===== src/hw/ooo_defs.svh =====
`ifndef OOO_DEFS_SVH
`define OOO_DEFS_SVH

////////////////////
// Datapath sizes
////////////////////

// Integer register width
`define OOO_XLEN 32

// RV32 architectural register count
`define OOO_ARCH_REGS 32

// Physical registers, twice the architectural set
`define OOO_PHYS_REGS 64

// In-flight window
`define OOO_ROB_DEPTH 8
`define OOO_RS_DEPTH 4

////////////////////
// Opcodes
////////////////////

// R-type ALU ops
`define OOO_OPC_OP 7'b0110011
// I-type ALU ops
`define OOO_OPC_OPIMM 7'b0010011

`endif


===== src/hw/ooo_pkg.sv =====
`include "ooo_defs.svh"

package ooo_pkg;

    ////////////////////
    // Scalar types
    ////////////////////

    typedef logic [`OOO_XLEN-1:0] data_t;
    typedef logic [$clog2(`OOO_ARCH_REGS)-1:0] arch_idx_t;
    typedef logic [$clog2(`OOO_PHYS_REGS)-1:0] phys_tag_t;
    typedef logic [$clog2(`OOO_ROB_DEPTH)-1:0] rob_idx_t;

    // Pass forwards operand A, used for no-ops
    typedef enum logic [2:0] {
        ALU_ADD,
        ALU_SUB,
        ALU_AND,
        ALU_OR,
        ALU_XOR,
        ALU_PASS
    } alu_op_t;

    ////////////////////
    // Bundles
    ////////////////////

    // Renamed instruction leaving dispatch
    typedef struct packed {
        logic      valid;
        alu_op_t   op;
        phys_tag_t src1;
        phys_tag_t src2;
        logic      use_imm;
        data_t     imm;
        logic      has_dest;
        arch_idx_t arch_dest;
        phys_tag_t dest;
        phys_tag_t old_dest;  // mapping replaced by dest, freed at commit
        rob_idx_t  rob_slot;
    } dispatch_t;

    // Operation selected by the station
    typedef struct packed {
        logic      valid;
        alu_op_t   op;
        phys_tag_t src1;
        phys_tag_t src2;
        logic      use_imm;
        data_t     imm;
        logic      has_dest;
        phys_tag_t dest;
        rob_idx_t  rob_slot;
    } issue_t;

    // Result broadcast
    typedef struct packed {
        logic      valid;
        logic      has_dest;
        phys_tag_t tag;
        data_t     value;
        rob_idx_t  rob_slot;
    } cdb_t;

    // In-order retirement
    typedef struct packed {
        logic      valid;
        logic      has_dest;
        arch_idx_t arch_dest;
        data_t     value;
    } commit_t;

endpackage


===== src/hw/reorder_buffer.sv =====
`timescale 1ns/10ps
`include "ooo_defs.svh"

module reorder_buffer (
    input  logic               clock,
    input  logic               rst,
    input  ooo_pkg::dispatch_t disp,
    input  ooo_pkg::cdb_t      cdb,
    output logic               rob_space,
    output ooo_pkg::rob_idx_t  disp_slot,
    output ooo_pkg::phys_tag_t free_tag,
    output logic               free_valid,
    output ooo_pkg::commit_t   commit
);

    typedef struct packed {
        logic               has_dest;
        ooo_pkg::arch_idx_t arch_dest;
        ooo_pkg::phys_tag_t old_tag;
        logic               done;
        ooo_pkg::data_t     value;
    } rob_entry_t;

    rob_entry_t                           entries [`OOO_ROB_DEPTH];
    ooo_pkg::rob_idx_t                    head;
    ooo_pkg::rob_idx_t                    tail;
    logic [$clog2(`OOO_ROB_DEPTH+1)-1:0]  count;
    logic                                 cdb_at_head;
    logic                                 head_ready;
    ooo_pkg::data_t                       head_value;

    assign rob_space = (count != `OOO_ROB_DEPTH);
    assign disp_slot = tail;

    // Head may finish on this cycle's broadcast
    assign cdb_at_head = cdb.valid && (cdb.rob_slot == head);
    assign head_ready  = (count != '0) && (entries[head].done || cdb_at_head);
    assign head_value  = entries[head].done ? entries[head].value : cdb.value;

    always_ff @(posedge clock) begin
        if (rst) begin
            head       <= '0;
            tail       <= '0;
            count      <= '0;
            commit.valid <= 1'b0;
            free_valid <= 1'b0;
        end else begin
            commit.valid <= head_ready;
            free_valid   <= head_ready && entries[head].has_dest;
            if (head_ready) head <= head + 1'b1;
            if (disp.valid) tail <= tail + 1'b1;
            // Occupancy
            if (disp.valid && !head_ready) begin
                count <= count + 1'b1;
            end else if (!disp.valid && head_ready) begin
                count <= count - 1'b1;
            end
        end
        // Completion from CDB
        if (cdb.valid) begin
            entries[cdb.rob_slot].done  <= 1'b1;
            entries[cdb.rob_slot].value <= cdb.value;
        end
        // Allocation at tail
        if (disp.valid) begin
            entries[tail].has_dest  <= disp.has_dest;
            entries[tail].arch_dest <= disp.arch_dest;
            entries[tail].old_tag   <= disp.old_dest;
            entries[tail].done      <= 1'b0;
        end
        commit.has_dest  <= entries[head].has_dest;
        commit.arch_dest <= entries[head].arch_dest;
        commit.value     <= head_value;
        free_tag         <= entries[head].old_tag;
    end

endmodule


===== config.mk =====
export PLATFORM = sky130hd
export DESIGN_NAME = reorder_buffer
export DESIGN_NICKNAME = d
export VERILOG_FILES = /design/src/hw/ooo_pkg.sv /design/src/hw/reorder_buffer.sv
export VERILOG_INCLUDE_DIRS = /design/src /design/src/hw
export SDC_FILE = /design/constraint.sdc
export NUM_CORES = 1
export LEC_CHECK = 0
export ABC_AREA = 1
export ABC_CLOCK_PERIOD_IN_PS = 5800
export BUFFER_PORTS_ARGS = -buffer_cell sky130_fd_sc_hd__buf_2
export CORE_MARGIN = 2
export CORE_UTILIZATION = 35
export DETAILED_ROUTE_END_ITERATION = 10
export PLACE_DENSITY = 0.56
export SYNTH_ARGS = -nofsm -noshare
export SYNTH_HDL_FRONTEND = slang
export SYNTH_SLANG_ARGS = --single-unit

===== constraint.sdc =====
create_clock -name clock -period 5.8 [get_ports clock]
set_clock_uncertainty 0.05 [all_clocks]
set_input_delay 1.16 -clock clock [delete_from_list [all_inputs] [get_ports clock]]
set_output_delay 1.16 -clock clock [all_outputs]
set_load 0.05 [all_outputs]

* After elaboration in Yosys (flattened, before gate mapping)
Memory sizes are Yosys's and may differ from the RTL's. A register that Yosys moved wholly into a read port is not among the register bits.
Cells that the tools add are included.
Widths: inputs -> output; s select.
** Word-level totals
- Bits in registers :: 56
- Bits in writable memories :: 360
- Bits of input ports :: 115
- Output and inout port bits :: 50
- Word-level logic and storage cells :: 35
- Memories kept :: 1
** Cells by class
- Add/sub/neg operators :: 4
- Equality and inequality tests :: 2
- Multiplexer cells :: 9
- Reductions and logical operators :: 10
** Memory list
- entries :: depth 8, bits a word 45, rd ports 1, clocked after Yosys merged registers in 1, write ports 2, RTL line reorder_buffer.sv:24 : rob_entry_t entries [`OOO_ROB_DEPTH];
** Operators with widths (count)
- $mux 32 :: 1
- $mux 4 :: 2
- $add 3x1->3 const B :: 2
- $mux 3 :: 2
- $logic_and 1x1->1 :: 5
- $add 4x1->4 const B :: 1
- $mux 1 :: 4
- $ne 4x4->1 const B :: 1
- $reduce_bool 4->1 :: 1
- $sub 4x1->4 const B :: 1
- $eq 3x3->1 :: 1
- $logic_not 1->1 :: 2
- $reduce_bool 2->1 :: 1
- $logic_or 1x1->1 :: 1

* Longest topological paths before layout
- Word-level depth :: 7
- Mapped depth :: 18
- Mapped depth without buffers :: 17

* Worst setup path before layout
Ideal clock, no wire load.
- Kind :: input to register
- Start point :: input port cdb[1] (netlist bit)
- End point :: memory entries[2][0] (netlist bit), enable pin
- Setup time :: 423 ps
- Arrival time :: 2722 ps
- Slack :: 2605 ps
- Cell stages on the path :: 4
- Path buffers :: 0
- Cells stage by stage :: inv_1 > nor2_1 > inv_1 > nor2_1
** RTL lines
- start: declaration :: RTL line reorder_buffer.sv:8 : input ooo_pkg::cdb_t cdb,
- end: declaration :: RTL line reorder_buffer.sv:24

==> flow_summary.yaml <==
run_status:
  outcome: "complete, no violations"
pwr:
  pwr_density_cell_mw_per_mm2: 485
  total_power_mw: 8.97
  ir_drop_worst_case_vdd_uv: 266
  static-leakage-power_nw: 6.52
timing:
  timing_max_transition_violations_final: 0
  final.period_utilization_pct: 59.1
  timing.setup.tns_ps: 0
  relSlewSlack_pct: 29.6
  worst_slew_pin_slew_ps: 1060
  setup_viol: 0
  final.min_clock_period_ps: 3430
  achievable-frequency_ghz: 0.292
  setup_ws_ps: 2370
  unrepaired_setup_endpoints_after_global_routing: "false"
  finalHoldViolations: 0
clock_tree:
  cts.repair_timing.setup_buffer_count: 0
  cts_num_sinks: 419
  cts-htree-levels: 2
  cts-buffers-inserted: 44
  tritoncts: "done"
  worst_setup_hold_path_clk_slew_ps: 60
  cts_resized: 0
  cts-root-to-sink-buffers: 3
  hold_buffers: 0
  cts_root_buf: "clkbuf_16"
  clock_latency_ps: 550
route:
  drt_iter0_markers: 670
  routed-via-count: 9902
  drt-vias-per-instance: 4.94
  postRouteAntennaNets: 0
  drt_drc_violations_left: 0
  routed_wirelength_um: 36700
  routed_wire_length_per_instance_um: 18.3
  drt_first_pass_iters: 5
setup_path:
  cp_slowest_cell: "dfxtp_4"
  timing.critical_path.cells: "buf_4, nand2_1, nand3_1, nand3_2, nand3_2, nand2_1, ha_1, inv_1, ha_1, and3_1, nor2_1, nand2_1, nand2_1, nand2_1, a21oi_1"
  arrival_ps: 3840
  startpoint_type: "flop"
  worst-r2r-setup-slack_ps: 2370
  worst_ep_required_time_ps: 6220
  critPathKind: "flop to flop"
  critical_path.max_stage_delay_ps: 830
  cp_max_fo: 59
  r2r.worst_path.cells: 15
  worst_setup_ep_type: "flop"
  worst_path_most_repeated_cell: "nand2_1"
  reg2reg_to: "count[3]"
synth:
  post-synth-top-area-cell: "edfxtp_1"
  synth_warnings: 0
  post_synth_main_area_contributors: "edfxtp_1 (66%), dfxtp_1 (8.4%), nor2_1 (6.9%)"
  yosys-top-cells-count: "edfxtp_1 (352), nor2_1 (291), o21ai_0 (177)"
  syn_nets: 1399
  synth_edf_count: 352
  synthesis.area_mm2: 0.0159
  synth_cell_types: 29
  register_area_share_after_synthesis_pct: 74.7
  syn_inst_count: 1278
  dominant_synthesized_flop_cell: "edfxtp_1"
  synthesis.area_per_instance_um2: 12.5
  synthMostInstantiatedCell: "edfxtp_1"
  postSynthRegisterBits: 419
  synth_largest_type_area_fraction_pct: 66.3
  asyncSetResetFlopFracSynth_pct: 0
floorplanning:
  die_area_mm2: 0.0473
  core_area_mm2: 0.0452
  start_util_pct: 35.3
  height_of_the_die_um: 217
  std_cell_rows: 78
  ios: 165
  die_w_um: 217
cells_and_area:
  finalCoreUtilization_pct: 40.9
  finish.cell_count_without_fillers: 2006
  drive_above_1_share_pct: 14.7
  area_delta_synth_final_pct: 16.0
  n_fill_cell: 4253
  fin_nets: 1490
global_routing:
  grt_pass1_wl_um: 55800
  grt_max_degree: 109
  grt.overflow.total: 0
  grt_pass1_vias: 9566
  global_route.usage.total_pct: 15.4
  initial_antenna_violation_count: 4
hold_path:
  worst_hold_endpoint: "entries[5][32]"
  min_path_type: "flop to flop"
  worst_hold_startpoint: "entries[5][32]"
  hold_path_depth: 2
placed_design:
  place_ws_ps: 2330
  place_congestion: 0.738
  place.port_buffers: 100
  place.detailed.hpwl_um: 18200
  dp.cells: 1923
job:
  maxcap_viol_count: 0
-- flip-flops by register name, summed over array words and instances, names as in the netlist, named ones only --
register / flops
free_valid: 1
disp_slot: 3
count: 4
head: 3
entries: 360
free_tag: 6
commit: 39
-- worst max path at each step --
stage	startpoint	depth (start not counted)	endpoint
3_5_place_dp	flop	15	count[3]
6_report	flop	15	count[3]
4_1_cts	flop	15	count[3]
3_3_place_gp	flop	15	count[3]
5_1_grt	flop	15	count[3]
2_1_floorplan	cdb[1]	4	entries[2][0]
-- kinds of logic after synthesis --
kind of cell    Yosys count  synth area share (%)
fa+ha+maj                 6                 0.518
xor+xnor                  2                 0.110
simple gates            476                  11.7
buf+inv                  95                  2.94
flops                   419                  74.7
compound gates          280                  10.0
-- critical path: cells and delay by family, from the launching register on --
family	cells	cell delay, ps
adder cells (fa/ha/maj)	2	490
flip-flops	1	830
AND/OR/NAND/NOR	10	1080
AO/OA/AOI/OAI	1	130
buffers and inverters	2	720
-- power breakdown --
group / total (mW) / switching (mW) / leakage, nW / internal [mW]
clock: 2.82 / 1.13 / 0.713 / 1.69
combinational: 2.46 / 1.84 / 2.05 / 0.618
sequential: 3.69 / 0.151 / 3.76 / 3.54
-- stage by stage --
stage               hold WS [ps]  instance area (um^2)
finish                       418                 18500
global route                 447                 18500
CTS                          424                 18500
detailed placement           410                 17000
global placement             402                 17000
floorplan                    390                 15900
-- cells in the final DEF (no fill, tap or decap), types with 6 or more instances in the layout --
| cell type | instances |
|---|---|
| a21oi_1 | 9 |
| dfxtp_1 | 65 |
| o21ai_0 | 177 |
| nor2_4 | 8 |
| edfxtp_1 | 352 |
| o22ai_1 | 22 |
| buf_2 | 100 |
| o21ai_1 | 6 |
| inv_1 | 18 |
| clkbuf_1 | 11 |
| nand2_1 | 138 |
| nor2_1 | 278 |
| nand3_1 | 41 |
| clkinv_2 | 7 |
| clkbuf_16 | 44 |
| o211ai_1 | 64 |
| buf_4 | 18 |
-- routing by layer --
metal / track usage [%] / routed length [um]
met4: 4.77 / 727
met3: 2.98 / 2150
met1: 21.0 / 16400
met2: 25.0 / 17300
met5: 0 / 16
-- cell type report --
type                       count  area (um^2)  area share [%]
tap                          600          751            4.06
multi-input combinational    764         3640            19.7
timing repair buffer         118          636            3.44
clock buffer                  60         1210            6.55
inverter                      22         92.6           0.501
clock inverter                21          245            1.33
antenna                        2         5.00          0.0271
sequential                   419        11900            64.4
Note: power is estimated with default switching activity, not from simulation.
