<file path="src/hw/ooo_defs.svh">
`ifndef OOO_DEFS_SVH
`define OOO_DEFS_SVH

////////////////////
// Datapath sizes
////////////////////

// Integer register width
`define OOO_XLEN 32

// RV32 architectural register count
`define OOO_ARCH_REGS 32

// Physical registers, twice the architectural set
`define OOO_PHYS_REGS 64

// In-flight window
`define OOO_ROB_DEPTH 8
`define OOO_RS_DEPTH 4

////////////////////
// Opcodes
////////////////////

// R-type ALU ops
`define OOO_OPC_OP 7'b0110011
// I-type ALU ops
`define OOO_OPC_OPIMM 7'b0010011

`endif

</file>
<file path="src/hw/ooo_pkg.sv">
`include "ooo_defs.svh"

package ooo_pkg;

    ////////////////////
    // Scalar types
    ////////////////////

    typedef logic [`OOO_XLEN-1:0] data_t;
    typedef logic [$clog2(`OOO_ARCH_REGS)-1:0] arch_idx_t;
    typedef logic [$clog2(`OOO_PHYS_REGS)-1:0] phys_tag_t;
    typedef logic [$clog2(`OOO_ROB_DEPTH)-1:0] rob_idx_t;

    // Pass forwards operand A, used for no-ops
    typedef enum logic [2:0] {
        ALU_ADD,
        ALU_SUB,
        ALU_AND,
        ALU_OR,
        ALU_XOR,
        ALU_PASS
    } alu_op_t;

    ////////////////////
    // Bundles
    ////////////////////

    // Renamed instruction leaving dispatch
    typedef struct packed {
        logic      valid;
        alu_op_t   op;
        phys_tag_t src1;
        phys_tag_t src2;
        logic      use_imm;
        data_t     imm;
        logic      has_dest;
        arch_idx_t arch_dest;
        phys_tag_t dest;
        phys_tag_t old_dest;  // mapping replaced by dest, freed at commit
        rob_idx_t  rob_slot;
    } dispatch_t;

    // Operation selected by the station
    typedef struct packed {
        logic      valid;
        alu_op_t   op;
        phys_tag_t src1;
        phys_tag_t src2;
        logic      use_imm;
        data_t     imm;
        logic      has_dest;
        phys_tag_t dest;
        rob_idx_t  rob_slot;
    } issue_t;

    // Result broadcast
    typedef struct packed {
        logic      valid;
        logic      has_dest;
        phys_tag_t tag;
        data_t     value;
        rob_idx_t  rob_slot;
    } cdb_t;

    // In-order retirement
    typedef struct packed {
        logic      valid;
        logic      has_dest;
        arch_idx_t arch_dest;
        data_t     value;
    } commit_t;

endpackage

</file>
<file path="src/hw/reservation_station.sv">
`timescale 1ns/10ps
`include "ooo_defs.svh"

module reservation_station (
    input  logic               clock,
    input  logic               rst,
    input  ooo_pkg::dispatch_t disp,
    input  logic               src1_ready,
    input  logic               src2_ready,
    input  ooo_pkg::cdb_t      cdb,
    output logic               rs_space,
    output ooo_pkg::issue_t    issue
);

    localparam int IDX_W = $clog2(`OOO_RS_DEPTH);

    // Entry payload, valid field marks occupancy
    ooo_pkg::issue_t            slots [`OOO_RS_DEPTH];
    logic [`OOO_RS_DEPTH-1:0]   rdy1;
    logic [`OOO_RS_DEPTH-1:0]   rdy2;
    logic [IDX_W-1:0]           alloc_idx;
    logic [IDX_W-1:0]           issue_idx;
    ooo_pkg::issue_t            alloc_entry;
    logic                       cdb_hit1;
    logic                       cdb_hit2;

    ////////////////////
    // Select logic
    ////////////////////

    // Lowest empty entry
    always_comb begin
        alloc_idx = '0;
        rs_space  = 1'b0;
        for (int i = `OOO_RS_DEPTH - 1; i >= 0; i--) begin
            if (!slots[i].valid) begin
                alloc_idx = IDX_W'(i);
                rs_space  = 1'b1;
            end
        end
    end

    // Lowest ready entry wins
    always_comb begin
        issue     = '0;
        issue_idx = '0;
        for (int i = `OOO_RS_DEPTH - 1; i >= 0; i--) begin
            if (slots[i].valid && rdy1[i] && rdy2[i]) begin
                issue     = slots[i];
                issue_idx = IDX_W'(i);
            end
        end
    end

    // Same-cycle broadcast for a dispatching source
    assign cdb_hit1 = cdb.valid && cdb.has_dest && (cdb.tag == disp.src1);
    assign cdb_hit2 = cdb.valid && cdb.has_dest && (cdb.tag == disp.src2);

    always_comb begin
        alloc_entry.valid    = 1'b1;
        alloc_entry.op       = disp.op;
        alloc_entry.src1     = disp.src1;
        alloc_entry.src2     = disp.src2;
        alloc_entry.use_imm  = disp.use_imm;
        alloc_entry.imm      = disp.imm;
        alloc_entry.has_dest = disp.has_dest;
        alloc_entry.dest     = disp.dest;
        alloc_entry.rob_slot = disp.rob_slot;
    end

    ////////////////////
    // Entry update
    ////////////////////

    always_ff @(posedge clock) begin
        if (rst) begin
            for (int i = 0; i < `OOO_RS_DEPTH; i++) begin
                slots[i].valid <= 1'b0;
            end
        end else begin
            for (int i = 0; i < `OOO_RS_DEPTH; i++) begin
                // Tag wakeup
                if (cdb.valid && cdb.has_dest) begin
                    if (slots[i].src1 == cdb.tag) rdy1[i] <= 1'b1;
                    if (slots[i].src2 == cdb.tag) rdy2[i] <= 1'b1;
                end
                if (issue.valid && issue_idx == IDX_W'(i)) begin
                    slots[i].valid <= 1'b0;
                end
            end
            // Allocation never targets the issuing entry
            if (disp.valid) begin
                slots[alloc_idx] <= alloc_entry;
                rdy1[alloc_idx]  <= src1_ready || cdb_hit1;
                rdy2[alloc_idx]  <= disp.use_imm || src2_ready || cdb_hit2;
            end
        end
    end

endmodule

</file>
<file path="config.mk">
export PLATFORM = sky130hd
export DESIGN_NAME = reservation_station
export DESIGN_NICKNAME = d
export VERILOG_FILES = /design/src/hw/ooo_pkg.sv /design/src/hw/reservation_station.sv
export VERILOG_INCLUDE_DIRS = /design/src /design/src/hw
export SDC_FILE = /design/constraint.sdc
export NUM_CORES = 1
export LEC_CHECK = 0
export ABC_CLOCK_PERIOD_IN_PS = 4700
export BUFFER_PORTS_ARGS = -buffer_cell sky130_fd_sc_hd__buf_4
export CORE_UTILIZATION = 40
export CTS_CLUSTER_SIZE = 24
export DETAILED_ROUTE_END_ITERATION = 10
export PLACE_DENSITY = 0.69
export RECOVER_POWER = 25
export SYNTH_ARGS = -nofsm -noshare
export SYNTH_HDL_FRONTEND = slang
export SYNTH_SLANG_ARGS = --single-unit
</file>
<file path="constraint.sdc">
create_clock -name clock -period 4.7 [get_ports clock]
set_input_delay 0 -clock clock [delete_from_list [all_inputs] [get_ports clock]]
set_output_delay 0 -clock clock [all_outputs]
set_load 0.01 [all_outputs]
</file>
# After elaboration in Yosys (flattened, before gate mapping)
# Memories as Yosys holds them, arrays and structs flattened.
# Index checks and enable logic that the tools add are counted.
word_totals:
  wordCells: 109
  mem_count: 1
  in_bits: 117
  mem_bits_rw: 236
  register_bits: 8
  out_inout_bits: 60
mem_list:
  columns: ["name", "words", "width", "read_ports", "rd_clocked_by_memory_dff", "write_ports", "line", "source"]
  rows:
  - ["slots", 4, 59, 4, 0, 5, "reservation_station.sv:18", "ooo_pkg::issue_t slots [`OOO_RS_DEPTH];"]
op_classes:
  muxes: 67
  magnitude_cmp: 2
  eq_ne: 13
  n_bitwise: 4
  reduce_logical: 20
op_table:
  columns: ["op", "n"]
  rows:
  - ["59-bit 2-to-1 mux", 4]
  - ["6-bit equality test", 10]
  - ["1-bit 2-to-1 mux", 50]
  - ["1-bit logical AND", 16]
  - ["2-bit 2-to-1 mux", 8]
  - ["4-bit bitwise mux", 2]
  - ["4-bit 2-to-1 mux", 2]
  - ["2-bit equality test, second input constant", 2]
  - ["1-bit bitwise OR", 4]
  - ["1-bit logical OR", 3]
  - ["2-bit by 3-bit < comparator with 1-bit output, second input constant", 1]
  - ["1-bit demux with 2-bit select", 1]
  - ["2-bit by 1-bit equality test with 1-bit output, second input constant", 1]
  - ["2-bit by 1-bit greater-or-equal comparator with 1-bit output, second input constant", 1]
  - ["2-bit logical NOT", 1]

# Depth between registers and ports, before layout
# Gate-level depths: netlist of run 1.
# An unclocked memory read counts as a cell.
logic_depth:
  depth_word: 13
  depth_mapped: 7
  mapped_depth_nobuf: 4

# Worst setup path before layout of run 1
# Ideal clock, no wire load.
synth_path:
  path_type: "register -> register"
  from: "mem slots[1][58] in the netlist's numbering"
  to: "mem slots[2][0] in the netlist's numbering, enable pin"
  period_less_slack_ps: 5036
  arrival_time_ps: 4491
  required_ps: 4155
  stages_incl_launch_ff: 4
  setup_time_ps: 545
  slack_ps: -336
  n_path_buf: 1
  path_cell_list: "dfxtp_1 buf_2 nand3_1 nor3_1"
synth_lines:
  columns: ["element", "line"]
  rows:
  - ["start: declaration", "reservation_station.sv:18"]

==> results of run 1 <==
[worst reg2reg max path, cell delays in order (launching register included)]
cell and delay, ns:
dfxtp_1 0.53, nand3_1 0.26, or3b_1 0.56, nor2_4 0.78, buf_12 0.34
[worst paths after layout]
kind | cells past startpoint | endpoint
max | 6 | issue[23]
min | 5 | slots[1][58]
max reg2reg | 4 | slots[3][40]
min reg2reg | 2 | slots[3][58]
[where the power goes]
group / switching, mW / internal [mW] / total (mW)
combinational: 0.186 / 0.143 / 0.330
sequential: 0.0190 / 2.44 / 2.46
clock: 0.809 / 1.16 / 1.97
total: 1.01 / 3.74 / 4.76
[flip-flops by register name (all words and copies together) (netlist names)]
register,flops
rdy1,4
rdy2,4
slots,236
[what timing repair did]
item	CTS	global route
hold buffers	61	0
setup endpoints to repair	0	0
setup buffers	0	0
endpoints found under the hold margin	244	0
[routing by layer]
layer / vias up / GRT usage
li1: 2922 / -
met1: 3111 / 0.248
met2: 210 / 0.319
met3: 31 / 0.0255
met4: 0 / 0.0463
met5: - / 0
[per-stage QoR]
stage	cell area [sq um]	power [mW]	hold WS, ns	utilization
3_5_place_dp	11200	2.81	0.202	0.461
6_report	12500	4.76	0.0532	0.515
3_3_place_gp	11200	2.81	0.201	0.461
5_1_grt	12500	4.91	0.0957	0.515
4_1_cts	12600	4.82	0.0291	0.521
2_1_floorplan	9890	2.65	0.0989	-
[final cells by class]
| class | count | area (sq um) |
|---|---|---|
| flip-flops and latches | 244 | 7290 |
| clock buffers | 27 | 676 |
| multi-input cells | 359 | 2420 |
| repair buffers | 199 | 1530 |
| clock inverters | 21 | 169 |
| inverters | 1 | 3.75 |
| well taps | 324 | 405 |
| fillers | 2060 | 11800 |
[cell families after synthesis]
family,Yosys count
AO/OA/AOI/OAI,196
XOR/XNOR,60
buffers and inverters,49
flip-flops,244
multiplexers,2
AND/OR/NAND/NOR,101
[placed cells by master (no fill, tap or decap), types with 27 or more instances in the layout]
| cell | instances |
|---|---|
| a221oi_1 | 38 |
| buf_4 | 98 |
| clkbuf_1 | 38 |
| clkbuf_16 | 27 |
| dlygate4sd3_1 | 61 |
| edfxtp_1 | 240 |
| nand2_1 | 62 |
| o21ai_0 | 96 |
| xor2_1 | 51 |
==> metrics.cfg, run 1 <==
[status]
status=finished, final reports clean

[setup_path]
startpoint=slots[2][58]
max_stage_delay_ns=0.89
endpoint_kind=output pin
slowest_stage=nor2_4
r2r_setup_slack_ns=1.91
timing.rr.start=slots[1][58]
worst-setup-path-type=register to output pin
crit_top_cell=buf_4
worstPathRequired_ns=4.70
cpLargestDelayFamily=simple AND/OR/NAND/NOR gates
cp.buffers_inverters=2
crit_chain=and3_4 > nor2_4 > buf_4 > a221oi_1 > o21ai_0 > buf_4
critPathMaxFanout=62
arrival_ns=3.51
start_kind=register

[job]
maxCapViolations=0

[logic_synthesis]
yosysUniqueCellTypes=30
synth-compound-area-share=0.138
yosysWarnings=0
synth_seq_cells=244
synthCells=652
avgSynthCellArea_sq_um=15.2
synth.most_common_cell=edfxtp_1
ys_top_cells_by_area=edfxtp_1, o21ai_0, xor2_1
muxShareOfSynthArea=0.00203
synth_ff_type=edfxtp_1
synthArstFlopShare=0
synth_commonest_cells=edfxtp_1, o21ai_0, nand2_1
synthSimpleGateAreaFrac=0.0455
synth_edf_count=240
synth_nets=769
synth_top_family_by_area=compound AO/OA/AOI/OAI gates
synth_fa_ha_area_frac=0
synthXorXnorAreaFrac=0.0532
synth_top_area_share=0.729
syn_area_sq_um=9880
seq_area_frac_synth=0.737
synth_largest_area_cell=edfxtp_1

[route]
wl_met1_um=10100
highest_layer=met4
viasPerCell=5.34
wl_per_cell_um=20.0
first_iter_violations=342
routed-wl-met2_um=11800
drc_errors=0
vias=6274
met3WireLength_um=1270
antenna_left=0
routed_wl_um=23500
dr.pass1.iters=5

[placed_design]
dp.cells=1066
routabilityCongestion=0.798
io_buffers=130
dp_worst_setup_slack_ns=1.72
dp_hpwl_um=12600

[timing]
rsz0062_at_grt=no
timing.final.crit_period_ns=3.51
period_share=0.746
tightestPinTransition_ns=1.02
layout_setup_ws_ns=1.19
tns_ns=0
slew_violations=0
finalSetupViolations=0
max_freq_ghz=0.285
skew_ns=0.00879
max_slew_margin=0.317
hold_viol_final=0

[floorplan]
die_w_um=159
start_util=0.408
die_h_um=159
pin_count=177
dieArea_sq_um=25300
core_sq_um=24200
rows=57

[clock_network]
htreeDepth=1
path_clk_slew_ns=0.06
cts_tree=done
numCtsBuffers=26
cts.sink_count=244
cts_resized=0
clk_latency_ns=0.51
clock-root-buffer=clkbuf_16
clock_path_buffers=3

[pwr]
vdd_ir_drop_max_uv=310
power_density_nw_per_um2=381
power_leakage_nw=4.17

[global_routing]
grt_pass1_wl_um=36200
first_global_vias=6348
grt_usage=0.185
grt_max_degree=63
antenna_found_initial=0
grt-ovfl-total=0

[layout]
drive_above_1_share=0.202
instances_no_fill=1175
syn_to_final_growth_pct=26.4
layout.nets=948
n_antenna_cell=0

[hold_path]
hold_class=input port to register
min_from=disp[69]

Power figures use the tool's default switching activity.
==> run 2: changes to the inputs <==
Settings changed: ABC_CLOCK_PERIOD_IN_PS 4700 to 3000.
Clock period 4.7 ns to 3 ns, I/O delays scaled along.
==> run 2 against run 1 <==
  * Sequential cell count is the same
  * Critical path depth unchanged
  * Combinational power is 61% higher
  * Global-route usage rose by 0.37 points
  * Critical path type unchanged
  * Largest cell class unchanged
  * Sequential share of layout area down 0.44 points
  * Highest routed layer unchanged
  * First-iteration DRC count rose by 2.6%
  * Power is 56% higher
==> metrics.cfg, run 2 (synthesized netlist as in run 1, its figures left out) <==
[timing]
timing.final.crit_period_ns=2.73
finalSetupViolations=0
tns_ns=0
hold_viol_final=0
tightestPinTransition_ns=0.697
slew_violations=0
period_share=0.909
max_freq_ghz=0.367
hold_ws_ns=0.0625
max_slew_margin=0.535
skew_ns=0.00799
rsz0062_at_grt=no

[global_routing]
grt_pass1_wl_um=37300
grt_max_degree=62
grt-busiest-layer=met2
met2_usage=0.322
first_global_vias=6592
use_met3=0.0284
grt-ovfl-total=0
grt_usage=0.189
antenna_found_initial=1
grtUsageMet1=0.252

[setup_path]
critPathMaxFanout=34
start_kind=register
reg2regPathDepth=4
endpoint_kind=output pin
crit_chain=and3_4 > nor2_4 > buf_4 > a221oi_1 > o21ai_0 > buf_4
max_stage_delay_ns=0.62
reg2reg_to=slots[3][45]
worstPathRequired_ns=3.00
arrival_ns=2.73
slowest_stage=and3_4
worst-setup-path-type=register to output pin
timing.rr.start=slots[1][58]
r2r_setup_slack_ns=0.73
crit_top_cell=buf_4
cp.buffers_inverters=2
cpLargestDelayFamily=simple AND/OR/NAND/NOR gates
cp.depth=6

[floorplan]
start_util=0.408
core_sq_um=24200
die_h_um=159
die_w_um=159
rows=57
dieArea_sq_um=25300
pin_count=177

[layout]
postLayoutCoreUtil=0.519
multi_input_area_sq_um=2410
final_common_cell=edfxtp_1
largest_register_ffs=236
instances_no_fill=1185
n_antenna_cell=0
seqCellArea_sq_um=7290
fillers=2043
layout_common_cells=edfxtp_1, buf_4, o21ai_0
drive_above_1_share=0.206
layout.nets=959
syn_to_final_growth_pct=27.3
top_regs=slots: 236 flops, rdy1: 4 flops, rdy2: 4 flops
regMostFlops=slots

[route]
vias=6350
routed_wl_um=24200
viasPerCell=5.36
dr.pass1.iters=5
antenna_left=0
first_iter_violations=351
wl_per_cell_um=20.4
drc_errors=0

[clock_network]
cts.sink_count=244
cts_tree=done
clock_path_buffers=3
htreeDepth=1
clk_latency_ns=0.51
clock-root-buffer=clkbuf_16
path_clk_slew_ns=0.06
numCtsBuffers=26

[pwr]
power_density_nw_per_um2=591
vdd_ir_drop_max_uv=426
power_leakage_nw=4.23
pwr-share-clk=0.410
netSwitchingFraction=0.212
sequentialPowerShare=0.518
p_sw_mw=1.58
power.internal_mw=5.86
comb_power_share=0.071
post-layout-total-power_mw=7.44

[hold_path]
holdPathEnd=slots[1][58]
min_from=disp[69]
min_path_cells=5
hold_class=input port to register

[placed_design]
routabilityCongestion=0.752
io_buffers=130
dp.cells=1076
dp_hpwl_um=13600

[status]
status=finished, final reports clean

[job]
maxCapViolations=0

==> run 2: timing repair <==
item	CTS	global route
resized for setup	0	0
hold buffers	61	0
setup endpoints to repair	0	5
buffers inserted	0	0
hold endpoints to repair	244	0
==> run 2: layout make-up <==
cell class	count	share of cell area
Tap cell	324	0.0322
Multi-Input combinational cell	360	0.192
Clock inverter	18	0.0107
Inverter	1	0.000298
Timing Repair Buffer	209	0.132
Sequential cell	244	0.579
Clock buffer	29	0.0543
==> run 2: per-layer routing <==
metal,part of all wire,vias up
met5,0,-
met4,0.019,0
met3,0.050,38
met2,0.49,184
met1,0.44,3185
li1,-,2943
==> run 2: power groups by stage <==
stage               Combinational (mW)  Sequential, mW  Clock (mW)
detailed placement               0.488            3.93           0
floorplan                        0.226            3.92           0
CTS                              0.556            3.85        3.12
finish                           0.531            3.85        3.05
global placement                 0.479            3.92           0
global route                     0.578            3.86        3.26
==> run 2: worst max path at each step <==
stage / startpoint / end / slack (ns)
finish: slots[2][58] / issue[25] / 0.27
global route: slots[2][58] / issue[25] / 0.09
CTS: slots[2][58] / issue[27] / 0.1
detailed placement: slots[2][58] / issue[27] / 0.66
global placement: slots[2][58] / issue[23] / 0.66
floorplan: slots[1][58] / slots[0][0] / 0.19
==> run 2: metrics by stage <==
stage	instance area [sq um]	setup WS (ns)
6_report	12600	0.273
5_1_grt	12600	0.0858
4_1_cts	12700	0.0952
3_5_place_dp	11300	0.664
3_3_place_gp	11300	0.662
2_1_floorplan	9910	0.189
==> run 2: worst register-to-register path, stage by stage, from the launching register on <==
cell and delay [ns]:
dfxtp_1 0.52, nand3_1 0.23, or3b_1 0.55, nor2_4 0.13, buf_4 0.45
