## src/hw/ooo_defs.svh

```systemverilog
`ifndef OOO_DEFS_SVH
`define OOO_DEFS_SVH

////////////////////
// Datapath sizes
////////////////////

// Integer register width
`define OOO_XLEN 32

// RV32 architectural register count
`define OOO_ARCH_REGS 32

// Physical registers, twice the architectural set
`define OOO_PHYS_REGS 64

// In-flight window
`define OOO_ROB_DEPTH 8
`define OOO_RS_DEPTH 4

////////////////////
// Opcodes
////////////////////

// R-type ALU ops
`define OOO_OPC_OP 7'b0110011
// I-type ALU ops
`define OOO_OPC_OPIMM 7'b0010011

`endif

```

## src/hw/ooo_pkg.sv

```systemverilog
`include "ooo_defs.svh"

package ooo_pkg;

    ////////////////////
    // Scalar types
    ////////////////////

    typedef logic [`OOO_XLEN-1:0] data_t;
    typedef logic [$clog2(`OOO_ARCH_REGS)-1:0] arch_idx_t;
    typedef logic [$clog2(`OOO_PHYS_REGS)-1:0] phys_tag_t;
    typedef logic [$clog2(`OOO_ROB_DEPTH)-1:0] rob_idx_t;

    // Pass forwards operand A, used for no-ops
    typedef enum logic [2:0] {
        ALU_ADD,
        ALU_SUB,
        ALU_AND,
        ALU_OR,
        ALU_XOR,
        ALU_PASS
    } alu_op_t;

    ////////////////////
    // Bundles
    ////////////////////

    // Renamed instruction leaving dispatch
    typedef struct packed {
        logic      valid;
        alu_op_t   op;
        phys_tag_t src1;
        phys_tag_t src2;
        logic      use_imm;
        data_t     imm;
        logic      has_dest;
        arch_idx_t arch_dest;
        phys_tag_t dest;
        phys_tag_t old_dest;  // mapping replaced by dest, freed at commit
        rob_idx_t  rob_slot;
    } dispatch_t;

    // Operation selected by the station
    typedef struct packed {
        logic      valid;
        alu_op_t   op;
        phys_tag_t src1;
        phys_tag_t src2;
        logic      use_imm;
        data_t     imm;
        logic      has_dest;
        phys_tag_t dest;
        rob_idx_t  rob_slot;
    } issue_t;

    // Result broadcast
    typedef struct packed {
        logic      valid;
        logic      has_dest;
        phys_tag_t tag;
        data_t     value;
        rob_idx_t  rob_slot;
    } cdb_t;

    // In-order retirement
    typedef struct packed {
        logic      valid;
        logic      has_dest;
        arch_idx_t arch_dest;
        data_t     value;
    } commit_t;

endpackage

```

## src/hw/alu_unit.sv

```systemverilog
`timescale 1ns/10ps

module alu_unit (
    input  logic               clock,
    input  logic               rst,
    input  ooo_pkg::issue_t    issue,
    input  ooo_pkg::data_t     read_data1,
    input  ooo_pkg::data_t     read_data2,
    output ooo_pkg::phys_tag_t read_tag1,
    output ooo_pkg::phys_tag_t read_tag2,
    output ooo_pkg::cdb_t      cdb
);

    ooo_pkg::data_t op_a;
    ooo_pkg::data_t op_b;
    ooo_pkg::data_t result;

    // Operand fetch from the register file
    assign read_tag1 = issue.src1;
    assign read_tag2 = issue.src2;

    assign op_a = read_data1;
    assign op_b = issue.use_imm ? issue.imm : read_data2;

    always_comb begin
        case (issue.op)
            ooo_pkg::ALU_ADD: result = op_a + op_b;
            ooo_pkg::ALU_SUB: result = op_a - op_b;
            ooo_pkg::ALU_AND: result = op_a & op_b;
            ooo_pkg::ALU_OR:  result = op_a | op_b;
            ooo_pkg::ALU_XOR: result = op_a ^ op_b;
            default:          result = op_a;
        endcase
    end

    ////////////////////
    // CDB register
    ////////////////////

    always_ff @(posedge clock) begin
        if (rst) begin
            cdb.valid <= 1'b0;
        end else begin
            cdb.valid <= issue.valid;
        end
        // Payload qualified by valid
        cdb.has_dest <= issue.has_dest;
        cdb.tag      <= issue.dest;
        cdb.value    <= result;
        cdb.rob_slot <= issue.rob_slot;
    end

endmodule

```

## config.mk

```make
export PLATFORM = sky130hd
export DESIGN_NAME = alu_unit
export DESIGN_NICKNAME = d
export VERILOG_FILES = /design/src/hw/ooo_pkg.sv /design/src/hw/alu_unit.sv
export VERILOG_INCLUDE_DIRS = /design/src /design/src/hw
export SDC_FILE = /design/constraint.sdc
export NUM_CORES = 1
export LEC_CHECK = 0
export ABC_AREA = 0
export BUFFER_PORTS_ARGS = -buffer_cell sky130_fd_sc_hd__buf_2
export CAP_MARGIN = 10
export CORE_AREA = 10 10 180 140
export CTS_BUF_LIST = sky130_fd_sc_hd__clkbuf_4 sky130_fd_sc_hd__clkbuf_8
export CTS_CLUSTER_DIAMETER = 200
export DETAILED_ROUTE_END_ITERATION = 8
export DIE_AREA = 0 0 190 150
export PLACE_DENSITY = 0.58
export SYNTH_ARGS = -nofsm -noshare
export SYNTH_HDL_FRONTEND = slang
export SYNTH_SLANG_ARGS = --single-unit
export TNS_END_PERCENT = 50
```

## constraint.sdc

```tcl
create_clock -name clock -period 9.84 [get_ports clock]
set_clock_uncertainty 0.05 [all_clocks]
set_input_delay 1.476 -clock clock [delete_from_list [all_inputs] [get_ports clock]]
set_output_delay 1.476 -clock clock [all_outputs]
set_load 0.1 [all_outputs]
```

### Word-level counts from Yosys, hierarchy flattened

Cells that the tools add are included.

| operators by class | value |
|---|---|
| $add $sub $neg | 2 |
| bitwise logic cells | 3 |
| multiplexer cells | 2 |
| equal/unequal tests | 4 |
| reductions and logical operators | 1 |

Operator list:

| kind | number |
|---|---|
| $pmux W32 S5 | 1 |
| $add A32 B32 Y32 | 1 |
| $and A32 B32 Y32 | 1 |
| $mux W32 | 1 |
| $or A32 B32 Y32 | 1 |
| $sub A32 B32 Y32 | 1 |
| $xor A32 B32 Y32 | 1 |
| $eq A3 B2 Y1 const B | 2 |
| $eq A3 B1 Y1 const B | 1 |
| $eq A3 B3 Y1 const B | 1 |
| $logic_not A3 Y1 | 1 |

| storage, ports and cells | value |
|---|---|
| register bits | 43 |
| input port bits | 125 |
| output and inout port bits | 55 |

### Depth between registers and ports, before layout

Gate-level depths: netlist (run 1).

| depth | value |
|---|---|
| depth after elaboration | 3 |
| gate-level depth with buffers | 23 |

### Worst setup path before layout (run 1)

Ideal clock, no wire load.

| timing | value |
|---|---|
| path kind | input port to flip-flop |
| start | in issue[42] (netlist bit) |
| end | reg cdb[34] (netlist bit) |
| slack | 3782 ps |
| required time | 9728 ps |
| arrival time | 5946 ps |
| buffers on the path | 5 |
| cell stages on the path | 22 |
| path through | buf_6 buf_6 buf_2 buf_1 mux2i_1 ha_1 o21ai_1 nor3_2 o21ai_1 or3_1 o31ai_1 xnor2_1 ha_1 clkbuf_1 a21o_1 a31oi_1 o221ai_1 a31oi_1 o31ai_1 a211o_1 a2111o_1 nand3_1 |

| on the way | value |
|---|---|
| longest elaborated chain between the ends | 3 |
| elaborated cells on any way between the ends | 7 |
| classes of those cells | 2 x add/sub; 2 x mux; 3 x bitwise |

Ends and longest elaborated chain:

| what | RTL line | RTL |
|---|---|---|
| from (decl) | alu_unit.sv:6 | `input ooo_pkg::issue_t issue,` |
| $mux W32 * | alu_unit.sv:23 | `assign op_b = issue.use_imm ? issue.imm : read_data2;` |
| $sub A32 B32 Y32 (tied with other cells) | alu_unit.sv:28 | `ooo_pkg::ALU_SUB: result = op_a - op_b;` |
| $pmux W32 S5 * | alu_unit.sv:26 | `case (issue.op)` |
| via result[31] | alu_unit.sv:16 | `ooo_pkg::data_t result;` |
| to (decl) | alu_unit.sv:11 | `output ooo_pkg::cdb_t cdb` |

The timed path passes the listed nets; every way through them passes the cells marked *.
A chain may end at the register's enable or synchronous reset.

### Worst setup path in the final report (run 1)

| timing | value |
|---|---|
| start | in issue[42] (netlist bit) |
| end | reg cdb[28] (netlist bit) |

The elaborated chain is that of the path after synthesis.

==> results of run 1 <==
==> metal layers <==
| layer | global-route usage, % | vias to the layer above |
|---|---|---|
| met3 | 4.535 | 14 |
| met4 | 2.890 | 2 |
| met5 | 0 | - |
| li1 | - | 3236 |
| met2 | 21.26 | 228 |
| met1 | 21.21 | 2921 |
==> kinds of logic (layout without fill, tap and decap cells) <==
kind of cell,count (synthesis),count (layout),share of synthesized area (%)
fa+ha+maj,98,98,19.22
flops,43,43,13.41
buf+inv,134,241,9.281
xor+xnor,49,49,6.687
mux,37,37,7.565
simple gates,277,277,20.45
compound gates,233,233,23.38
==> where the power goes <==
group	total, uW	switching [uW]	internal (uW)
combinational	599	421	177
sequential	205	7.91	198
clock	135	83.9	51.1
==> per-stage QoR <==
step	area, um^2	hold WS, ns	utilization (%)	power (uW)
detailed placement	7282	1.530	33.56	805.0
global placement	7282	1.529	33.56	803.3
floorplan	6417	1.454	-	694.2
global route	7375	1.168	33.98	1008
CTS	7375	1.170	33.98	946.3
finish	7375	1.183	33.98	939.1
==> worst max path at each step <==
| stage | from | to | slack, ns | cells after the start |
|---|---|---|---|---|
| detailed placement | issue[42] | cdb[28] | 3.35 | 18 |
| floorplan | issue[42] | cdb[34] | 3.78 | 22 |
| global route | issue[42] | cdb[28] | 3.22 | 18 |
| finish | issue[42] | cdb[28] | 3.67 | 18 |
| global placement | issue[42] | cdb[33] | 3.53 | 18 |
| CTS | issue[42] | cdb[28] | 3.70 | 18 |
==> final cells by class <==
class                   count  area [um^2]
clock inverters             3        23.77
repair buffers            159        808.3
multi-input cells         694         4967
clock buffers               5        68.82
fillers                  2353        14330
inverters                  74        277.8
flip-flops and latches     43        860.8
well taps                 294        367.9
==> cell usage in the layout, fill, tap and decap left out, types with 3 or more instances in the layout <==
| master | synthesis | routed |
|---|---|---|
| nand2_1 | 59 | 59 |
| buf_4 | 12 | 5 |
| a21oi_1 | 79 | 79 |
| or3_1 | 4 | 4 |
| and2_1 | 5 | 5 |
| mux2i_2 | 7 | 7 |
| o21ai_1 | 11 | 10 |
| nor3b_1 | 3 | 3 |
| or2_1 | 3 | 3 |
| a211oi_1 | 3 | 3 |
| nand4_1 | 7 | 7 |
| o2111ai_1 | 3 | 3 |
| a31oi_1 | 5 | 5 |
| nor2_1 | 129 | 128 |
| nor3_1 | 15 | 15 |
| o21ai_0 | 29 | 29 |
| o21a_1 | 8 | 8 |
| mux2i_4 | 7 | 7 |
| xor2_1 | 10 | 10 |
| o22ai_1 | 25 | 25 |
| a22oi_1 | 4 | 4 |
| and3_1 | 3 | 3 |
| dfxtp_1 | 43 | 43 |
| xnor2_1 | 39 | 39 |
| inv_1 | 72 | 72 |
| a22o_1 | 3 | 3 |
| o21ai_2 | 2 | 3 |
| buf_2 | 1 | 154 |
| clkbuf_8 | 0 | 5 |
| o221ai_1 | 4 | 4 |
| o31ai_1 | 6 | 6 |
| o211ai_1 | 5 | 5 |
| nand2b_1 | 5 | 5 |
| ha_1 | 97 | 97 |
| nor2b_1 | 4 | 4 |
| a21o_1 | 19 | 19 |
| mux2i_1 | 22 | 22 |
| nor4_4 | 3 | 3 |
| nand3_1 | 24 | 24 |
==> flow_metrics.tcl, run 1 <==
set metrics [dict create \
    dieWidth_um 190 \
    dp.final_hpwl_um 17010 \
    power_leakage_uw 0.003524 \
    worstPathMaxFanout 51 \
    tightest_slew_ns 0.9856 \
    path_clk_slew_ns 0.10 \
    pre_cts_slack_ns 3.346 \
    min_to "cdb[1]" \
    nets 1200 \
    yosysMostFrequentCell "nor2_1" \
    drtAntennaViolNets 0 \
    hold_depth 1 \
    ys_top_cells_by_area "ha_1 (19%), dfxtp_1 (13%), nor2_1 (7.5%)" \
    wl_um 21570 \
    crit_family "compound AO/OA/AOI/OAI gates" \
    largest_reg_flops 43 \
    hold_viol 0 \
    p_per_area_nw_per_um2 127.3 \
    end_kind "flop" \
    top_regs "cdb x43" \
    grt_first_pass_wirelength_um 34180 \
    ys_seq_elements 43 \
    startpoint_type "input pin" \
    grt_pass1_vias 6152 \
    drc_errors 0 \
    synth_area_um2 6417 \
    drv_slew 0 \
    track_usage_pct 14.84 \
    fin_crit_sh_pct 62.73 \
    clockBufferDepth 2 \
    wl_met1_um 10940 \
    worstPathRequired_ns 9.99 \
    critical_path_buf_inv_count 1 \
    grt_max_degree 97 \
    ys_seq_area_share_pct 13.41 \
    root_buffer "clkbuf_8" \
    top_register "cdb" \
    worstPathCellList "buf_4 > mux2i_1 > ha_1 > o21ai_1 > nor3_2 > o21ai_1 > or3_1 > o31ai_1 > xnor2_1 > ha_1 > a21o_1 > a21boi_1 > nand3_1 > nor3_1 > o31ai_1 > a311oi_1 > xor2_1 > o221ai_1" \
    cpMaxStageDelayCell "buf_4" \
    cap_violations 0 \
    min_from "issue[1]" \
    synth_top_area_cell "ha_1" \
    dieArea_um2 28500 \
    num_antenna_cells 0 \
    maxSlewHeadroom_pct 34.29 \
    min_period_ns 6.173 \
    die_h_um 150 \
    outcome "finished clean" \
    dp_cells 1264 \
    cts_tree "yes" \
    synth_edf_count 0 \
    final_cells 1272 \
    via_per_inst 5.032 \
    max-vdd-ir-drop_mv 0.07111 \
    syn_nets 1094 \
    finalSetupTns_ns 0 \
    drtIter0Drc 490 \
    hold_path_class "input pin to flop" \
    drive_gt1_share_pct 21.27 \
    synth_common_cells "nor2_1 (129), ha_1 (97), a21oi_1 (79)" \
    synth_cell_types 76 \
    synth_top_area_share_pct 18.91 \
    cts_resized 0 \
    ioPinCount 180 \
    drtPass1Iterations 5 \
    initial_core_util_pct 29.57 \
    netlist_instances 871 \
    num_vias 6401 \
    cts.sinks 43 \
    coreArea_um2 21700 \
    setup-violations-final 0 \
    cts_setup_buffers 0 \
    numPortBuffers 155 \
    async_reset_ff_share_pct 0 \
    max_stage_delay_ns 0.70 \
    grt_antenna_before_repair 3 \
    max_freq_mhz 162.0 \
    row_count 47 \
    timing.final.ws_setup_ns 3.667 \
    synth_flop_cell "dfxtp_1" \
    syn_avg_cell_area_um2 7.368 \
    hold_buffers 0 \
    rsz0062_at_grt "no" \
    cts_max_level 2 \
    cts_buffers 5 \
    wl_per_cell_um 16.96 \
    crit_type "input pin to flop" \
    dr.max_layer_used "met5" \
    overflow 0 \
    gp_congestion 0.8859 \
    yosysWarnings 0 \
    met2_length_um 8532 \
    wl_met3_um 1830 \
    cp_data_arrival_time_ns 6.32 \
    syn_to_final_growth_pct 14.92 \
]
No activity file was read; power rests on OpenSTA's default activity.
==> run 2: changes to the inputs <==
--- a/config.mk
+++ b/config.mk
@@ -14,7 +14,7 @@
 export CTS_CLUSTER_DIAMETER = 200
 export DETAILED_ROUTE_END_ITERATION = 8
 export DIE_AREA = 0 0 190 150
-export PLACE_DENSITY = 0.58
+export PLACE_DENSITY = 0.6
 export SYNTH_ARGS = -nofsm -noshare
 export SYNTH_HDL_FRONTEND = slang
 export SYNTH_SLANG_ARGS = --single-unit
==> constraint.sdc (replaced) <==
create_clock -name clock -period 5 [get_ports clock]
set_clock_uncertainty 0.05 [all_clocks]
set_input_delay 0.75 -clock clock [delete_from_list [all_inputs] [get_ports clock]]
set_output_delay 0.75 -clock clock [all_outputs]
set_load 0.1 [all_outputs]
==> flow_metrics.tcl, run 2 (synthesized netlist as in run 1, its figures left out) <==
set metrics [dict create \
    final_common_cell "buf_2" \
    grt_pass1_vias 6160 \
    drc_errors 0 \
    final_cells 1296 \
    max-vdd-ir-drop_mv 0.09765 \
    drv_slew 0 \
    cts.sinks 43 \
    setup-violations-final 0 \
    dieArea_um2 28500 \
    drive_gt1_share_pct 22.95 \
    max_freq_mhz 216.7 \
    cts_max_level 2 \
    n_fill_cell 2349 \
    row_count 47 \
    grt_first_pass_wirelength_um 33950 \
    wl_um 21610 \
    use_met2_pct 21.26 \
    nets 1220 \
    final_cell_area_um2 7551 \
    gr-usage-met3_pct 5.581 \
    min_from "issue[0]" \
    dp_cells 1284 \
    hold_viol 0 \
    grt_max_degree 50 \
    dp.final_hpwl_um 17600 \
    cp_data_arrival_time_ns 4.78 \
    tightest_slew_ns 0.6641 \
    largest_reg_flops 43 \
    num_vias 6465 \
    outcome "finished clean" \
    hold_buffers 0 \
    maxSlewHeadroom_pct 54.46 \
    hold_path_class "input pin to flop" \
    root_buffer "clkbuf_8" \
    wl_per_cell_um 16.68 \
    clockBufferDepth 2 \
    cts_tree "yes" \
    worstPathMaxFanout 31 \
    top_regs "cdb x43" \
    power_leakage_uw 0.003621 \
    fin_crit_sh_pct 92.29 \
    place_area_um2 7448 \
    top_register "cdb" \
    ioPinCount 180 \
    drtIter0Drc 430 \
    mostFrequentLayoutCells "buf_2 (154), nor2_1 (128), ha_1 (97)" \
    end_kind "flop" \
    via_per_inst 4.988 \
    final_util_pct 34.80 \
    drtPass1Iterations 5 \
    dieWidth_um 190 \
    startpoint_type "input pin" \
    track_usage_pct 14.69 \
    crit_type "input pin to flop" \
    gp_congestion 0.9377 \
    cts_setup_buffers 0 \
    cap_violations 0 \
    rsz0062_at_grt "no" \
    startpoint "issue[42]" \
    cts_buffers 5 \
    worstPathRequired_ns 5.17 \
    numPortBuffers 155 \
    path_clk_slew_ns 0.11 \
    grt_antenna_before_repair 5 \
    p_per_area_nw_per_um2 247.4 \
    min_period_ns 4.614 \
    grt_busiest_layer "met2" \
    overflow 0 \
    syn_to_final_growth_pct 17.66 \
    cts_resized 0 \
    coreArea_um2 21700 \
    met1_usage_pct 20.33 \
    initial_core_util_pct 29.57 \
    die_h_um 150 \
    drtAntennaViolNets 0 \
    finalSetupTns_ns 0 \
]
## run 2: changes by cell type in the layout (fill, tap and decap cells not counted), sizes merged
cell	before	now
diode	0	4
buf	159	179
## run 2: cell type report
class	instances	area, um^2	share of cell area, %
well taps	294	367.9	4.872
multi-input cells	694	4971	65.83
diodes	4	10.01	0.1326
clock inverters	3	23.77	0.3148
inverters	74	277.8	3.679
flip-flops and latches	43	860.8	11.40
clock buffers	5	68.82	0.9114
repair buffers	179	970.9	12.86
## run 2: per-layer routing
layer | vias up | part of all wire [%]
li1 | 3288 | -
met5 | - | 0.15
met1 | 2935 | 50
met2 | 224 | 40
met3 | 14 | 9.6
met4 | 4 | 0.89
## run 2: worst paths after layout
| path | endpoint | slack, ns | depth (start not counted) |
|---|---|---|---|
| max | cdb[33] | 0.39 | 19 |
| min | cdb[0] | 0.45 | 1 |
## run 2: report_power, final
group	switching, uW	internal [uW]
sequential	13.0	389
clock	166	101
combinational	835	364
total	1010	854
## run 2: critical path, cell delays in order
cell and delay [ns]:
buf_4 0.14, buf_12 0.22, mux2i_2 0.38, inv_2 0.10, nor4_2 0.36, and2_1 0.23, nand3_1 0.14, nor2_1 0.29
a21oi_1 0.14, xnor2_1 0.17, ha_1 0.29, a21o_1 0.16, a21o_1 0.17, a21o_1 0.19, a211oi_1 0.30, o21ai_0 0.14
o211ai_1 0.21, mux2i_1 0.24, o211ai_1 0.12
## run 2: per-stage QoR
| stage | setup WS, ns | total power [uW] | hold slack [ns] |
|---|---|---|---|
| 2_1_floorplan | 0.03755 | 1367 | 0.7277 |
| 3_3_place_gp | 0.1471 | 1597 | 0.8029 |
| 3_5_place_dp | 0.1387 | 1602 | 0.8042 |
| 4_1_cts | 0.4907 | 1879 | 0.4411 |
| 5_1_grt | 0.07509 | 2001 | 0.4338 |
| 6_report | 0.3855 | 1868 | 0.4498 |
==> run 3: changes to the inputs <==
--- a/config.mk
+++ b/config.mk
@@ -14,7 +14,7 @@
 export CTS_CLUSTER_DIAMETER = 200
 export DETAILED_ROUTE_END_ITERATION = 8
 export DIE_AREA = 0 0 190 150
-export PLACE_DENSITY = 0.6
+export PLACE_DENSITY = 0.58
 export SYNTH_ARGS = -nofsm -noshare
 export SYNTH_HDL_FRONTEND = slang
 export SYNTH_SLANG_ARGS = --single-unit
==> constraint.sdc (replaced) <==
create_clock -name clock -period 4.6 [get_ports clock]
set_clock_uncertainty 0.05 [all_clocks]
set_input_delay 0.69 -clock clock [delete_from_list [all_inputs] [get_ports clock]]
set_output_delay 0.69 -clock clock [all_outputs]
set_load 0.1 [all_outputs]
==> flow_metrics.tcl, run 3 (synthesized netlist as in run 1, its figures left out) <==
set metrics [dict create \
    mostFrequentLayoutCells "buf_2 (154), nor2_1 (127), ha_1 (97)" \
    drtIter0Drc 511 \
    grt_antenna_before_repair 3 \
    top_register "cdb" \
    gp_congestion 0.9105 \
    dieArea_um2 28500 \
    drive_gt1_share_pct 28.06 \
    initial_core_util_pct 29.57 \
    final_util_pct 37.34 \
    dp.final_hpwl_um 18450 \
    ioPinCount 180 \
    nets 1284 \
    cts_tree "yes" \
    setup-violations-final 0 \
    cts_max_level 2 \
    worstPathRequired_ns 4.82 \
    clockBufferDepth 2 \
    wl_per_cell_um 16.58 \
    top_regs "cdb x43" \
    hold_depth 1 \
    syn_to_final_growth_pct 26.26 \
    maxSlewHeadroom_pct 41.44 \
    dieWidth_um 190 \
    fin_crit_sh_pct 94.15 \
    register_area_um2 860.8 \
    numPortBuffers 155 \
    hold_viol 0 \
    cap_violations 0 \
    grt_first_pass_wirelength_um 35180 \
    drtAntennaViolNets 0 \
    root_buffer "clkbuf_8" \
    drv_slew 0 \
    drc_errors 0 \
    outcome "finished clean" \
    crit_type "input pin to flop" \
    wl_um 22500 \
    track_usage_pct 15.27 \
    power_leakage_uw 0.003969 \
    final_cells 1357 \
    rsz0062_at_grt "no" \
    tightest_slew_ns 0.8539 \
    grt_max_degree 61 \
    end_kind "flop" \
    min_from "issue[5]" \
    n_fill_cell 2287 \
    path_clk_slew_ns 0.10 \
    coreArea_um2 21700 \
    num_vias 6746 \
    cts_buffers 5 \
    max-vdd-ir-drop_mv 0.1393 \
    place_area_um2 7939 \
    cp_data_arrival_time_ns 4.55 \
    row_count 47 \
    hold_path_class "input pin to flop" \
    startpoint_type "input pin" \
    max_freq_mhz 230.9 \
    final_common_cell "buf_2" \
    worstPathMaxFanout 9 \
    hold_buffers 0 \
    die_h_um 150 \
    dp_cells 1347 \
    p_per_area_nw_per_um2 273.1 \
    final_cell_area_um2 8103 \
    overflow 0 \
    cts.sinks 43 \
    multi_input_area_um2 5002 \
    grt_pass1_vias 6424 \
    min_to "cdb[37]" \
    min_period_ns 4.331 \
    largest_reg_flops 43 \
    via_per_inst 4.971 \
    drtPass1Iterations 5 \
]
run 3: repair_timing:
action,4_1_cts,5_1_grt
setup buffers,0,1
setup endpoints to repair,0,4
gates resized for setup,0,5
endpoints found under the hold margin,0,0
run 3: layer usage:
metal	vias up	global-route usage [%]	routed length, um
li1	3405	-	-
met1	3082	21.75	11010
met2	242	22.56	9131
met3	13	4.674	2238
met4	4	1.663	106
met5	-	0	16
run 3: how the worst max path moves through the flow:
stage	startpoint	end	slack, ns	cells past startpoint
2_1_floorplan	issue[42]	cdb[34]	-0.01	22
3_3_place_gp	issue[42]	cdb[33]	-0.06	20
3_5_place_dp	issue[42]	cdb[33]	-0.06	20
4_1_cts	issue[42]	cdb[33]	0.28	20
5_1_grt	issue[42]	cdb[31]	0.002	19
6_report	issue[42]	cdb[34]	0.27	18
run 3: power by group:
group	leakage (uW)	total [uW]	internal (uW)	switching, uW
Combinational	0.00354	1390	464	930
Sequential	0.000363	440	423	17.3
Clock	0.0000644	378	217	161
run 3: cell type report:
class                           count  share of cell area [%]
Tap cell                          294                   4.540
Antenna cell                        1                 0.03088
Inverter                           74                   3.428
Timing Repair Buffer              243                   17.96
Clock inverter                      3                  0.8338
Sequential cell                    43                   10.62
Clock buffer                        5                  0.8493
Multi-Input combinational cell    694                   61.74
run 3: critical path: stages:
cell and delay (ns):
buf_4 0.20, mux2i_1 0.27, ha_1 0.20, o21ai_1 0.10, nor3_2 0.19, o21ai_2 0.15, or3_1 0.38, o31ai_2 0.22
xnor2_1 0.15, ha_1 0.30, a21o_1 0.21, a31oi_1 0.22, o221ai_1 0.14, a31oi_1 0.20, o31ai_1 0.14, a211o_1 0.31
a2111o_1 0.37, nand3_1 0.08
run 3: stage by stage:
stage          worst slack, ns  hold WS, ns  power, uW  setup TNS (ns)
6_report                0.2692       0.4215       2212               0
5_1_grt               0.002196       0.4033       2364               0
4_1_cts                 0.2817       0.4026       2227               0
3_5_place_dp          -0.06360       0.7442       1832        -0.06644
3_3_place_gp          -0.06108       0.7426       1829        -0.06108
2_1_floorplan         -0.01498       0.6677       1489        -0.01498
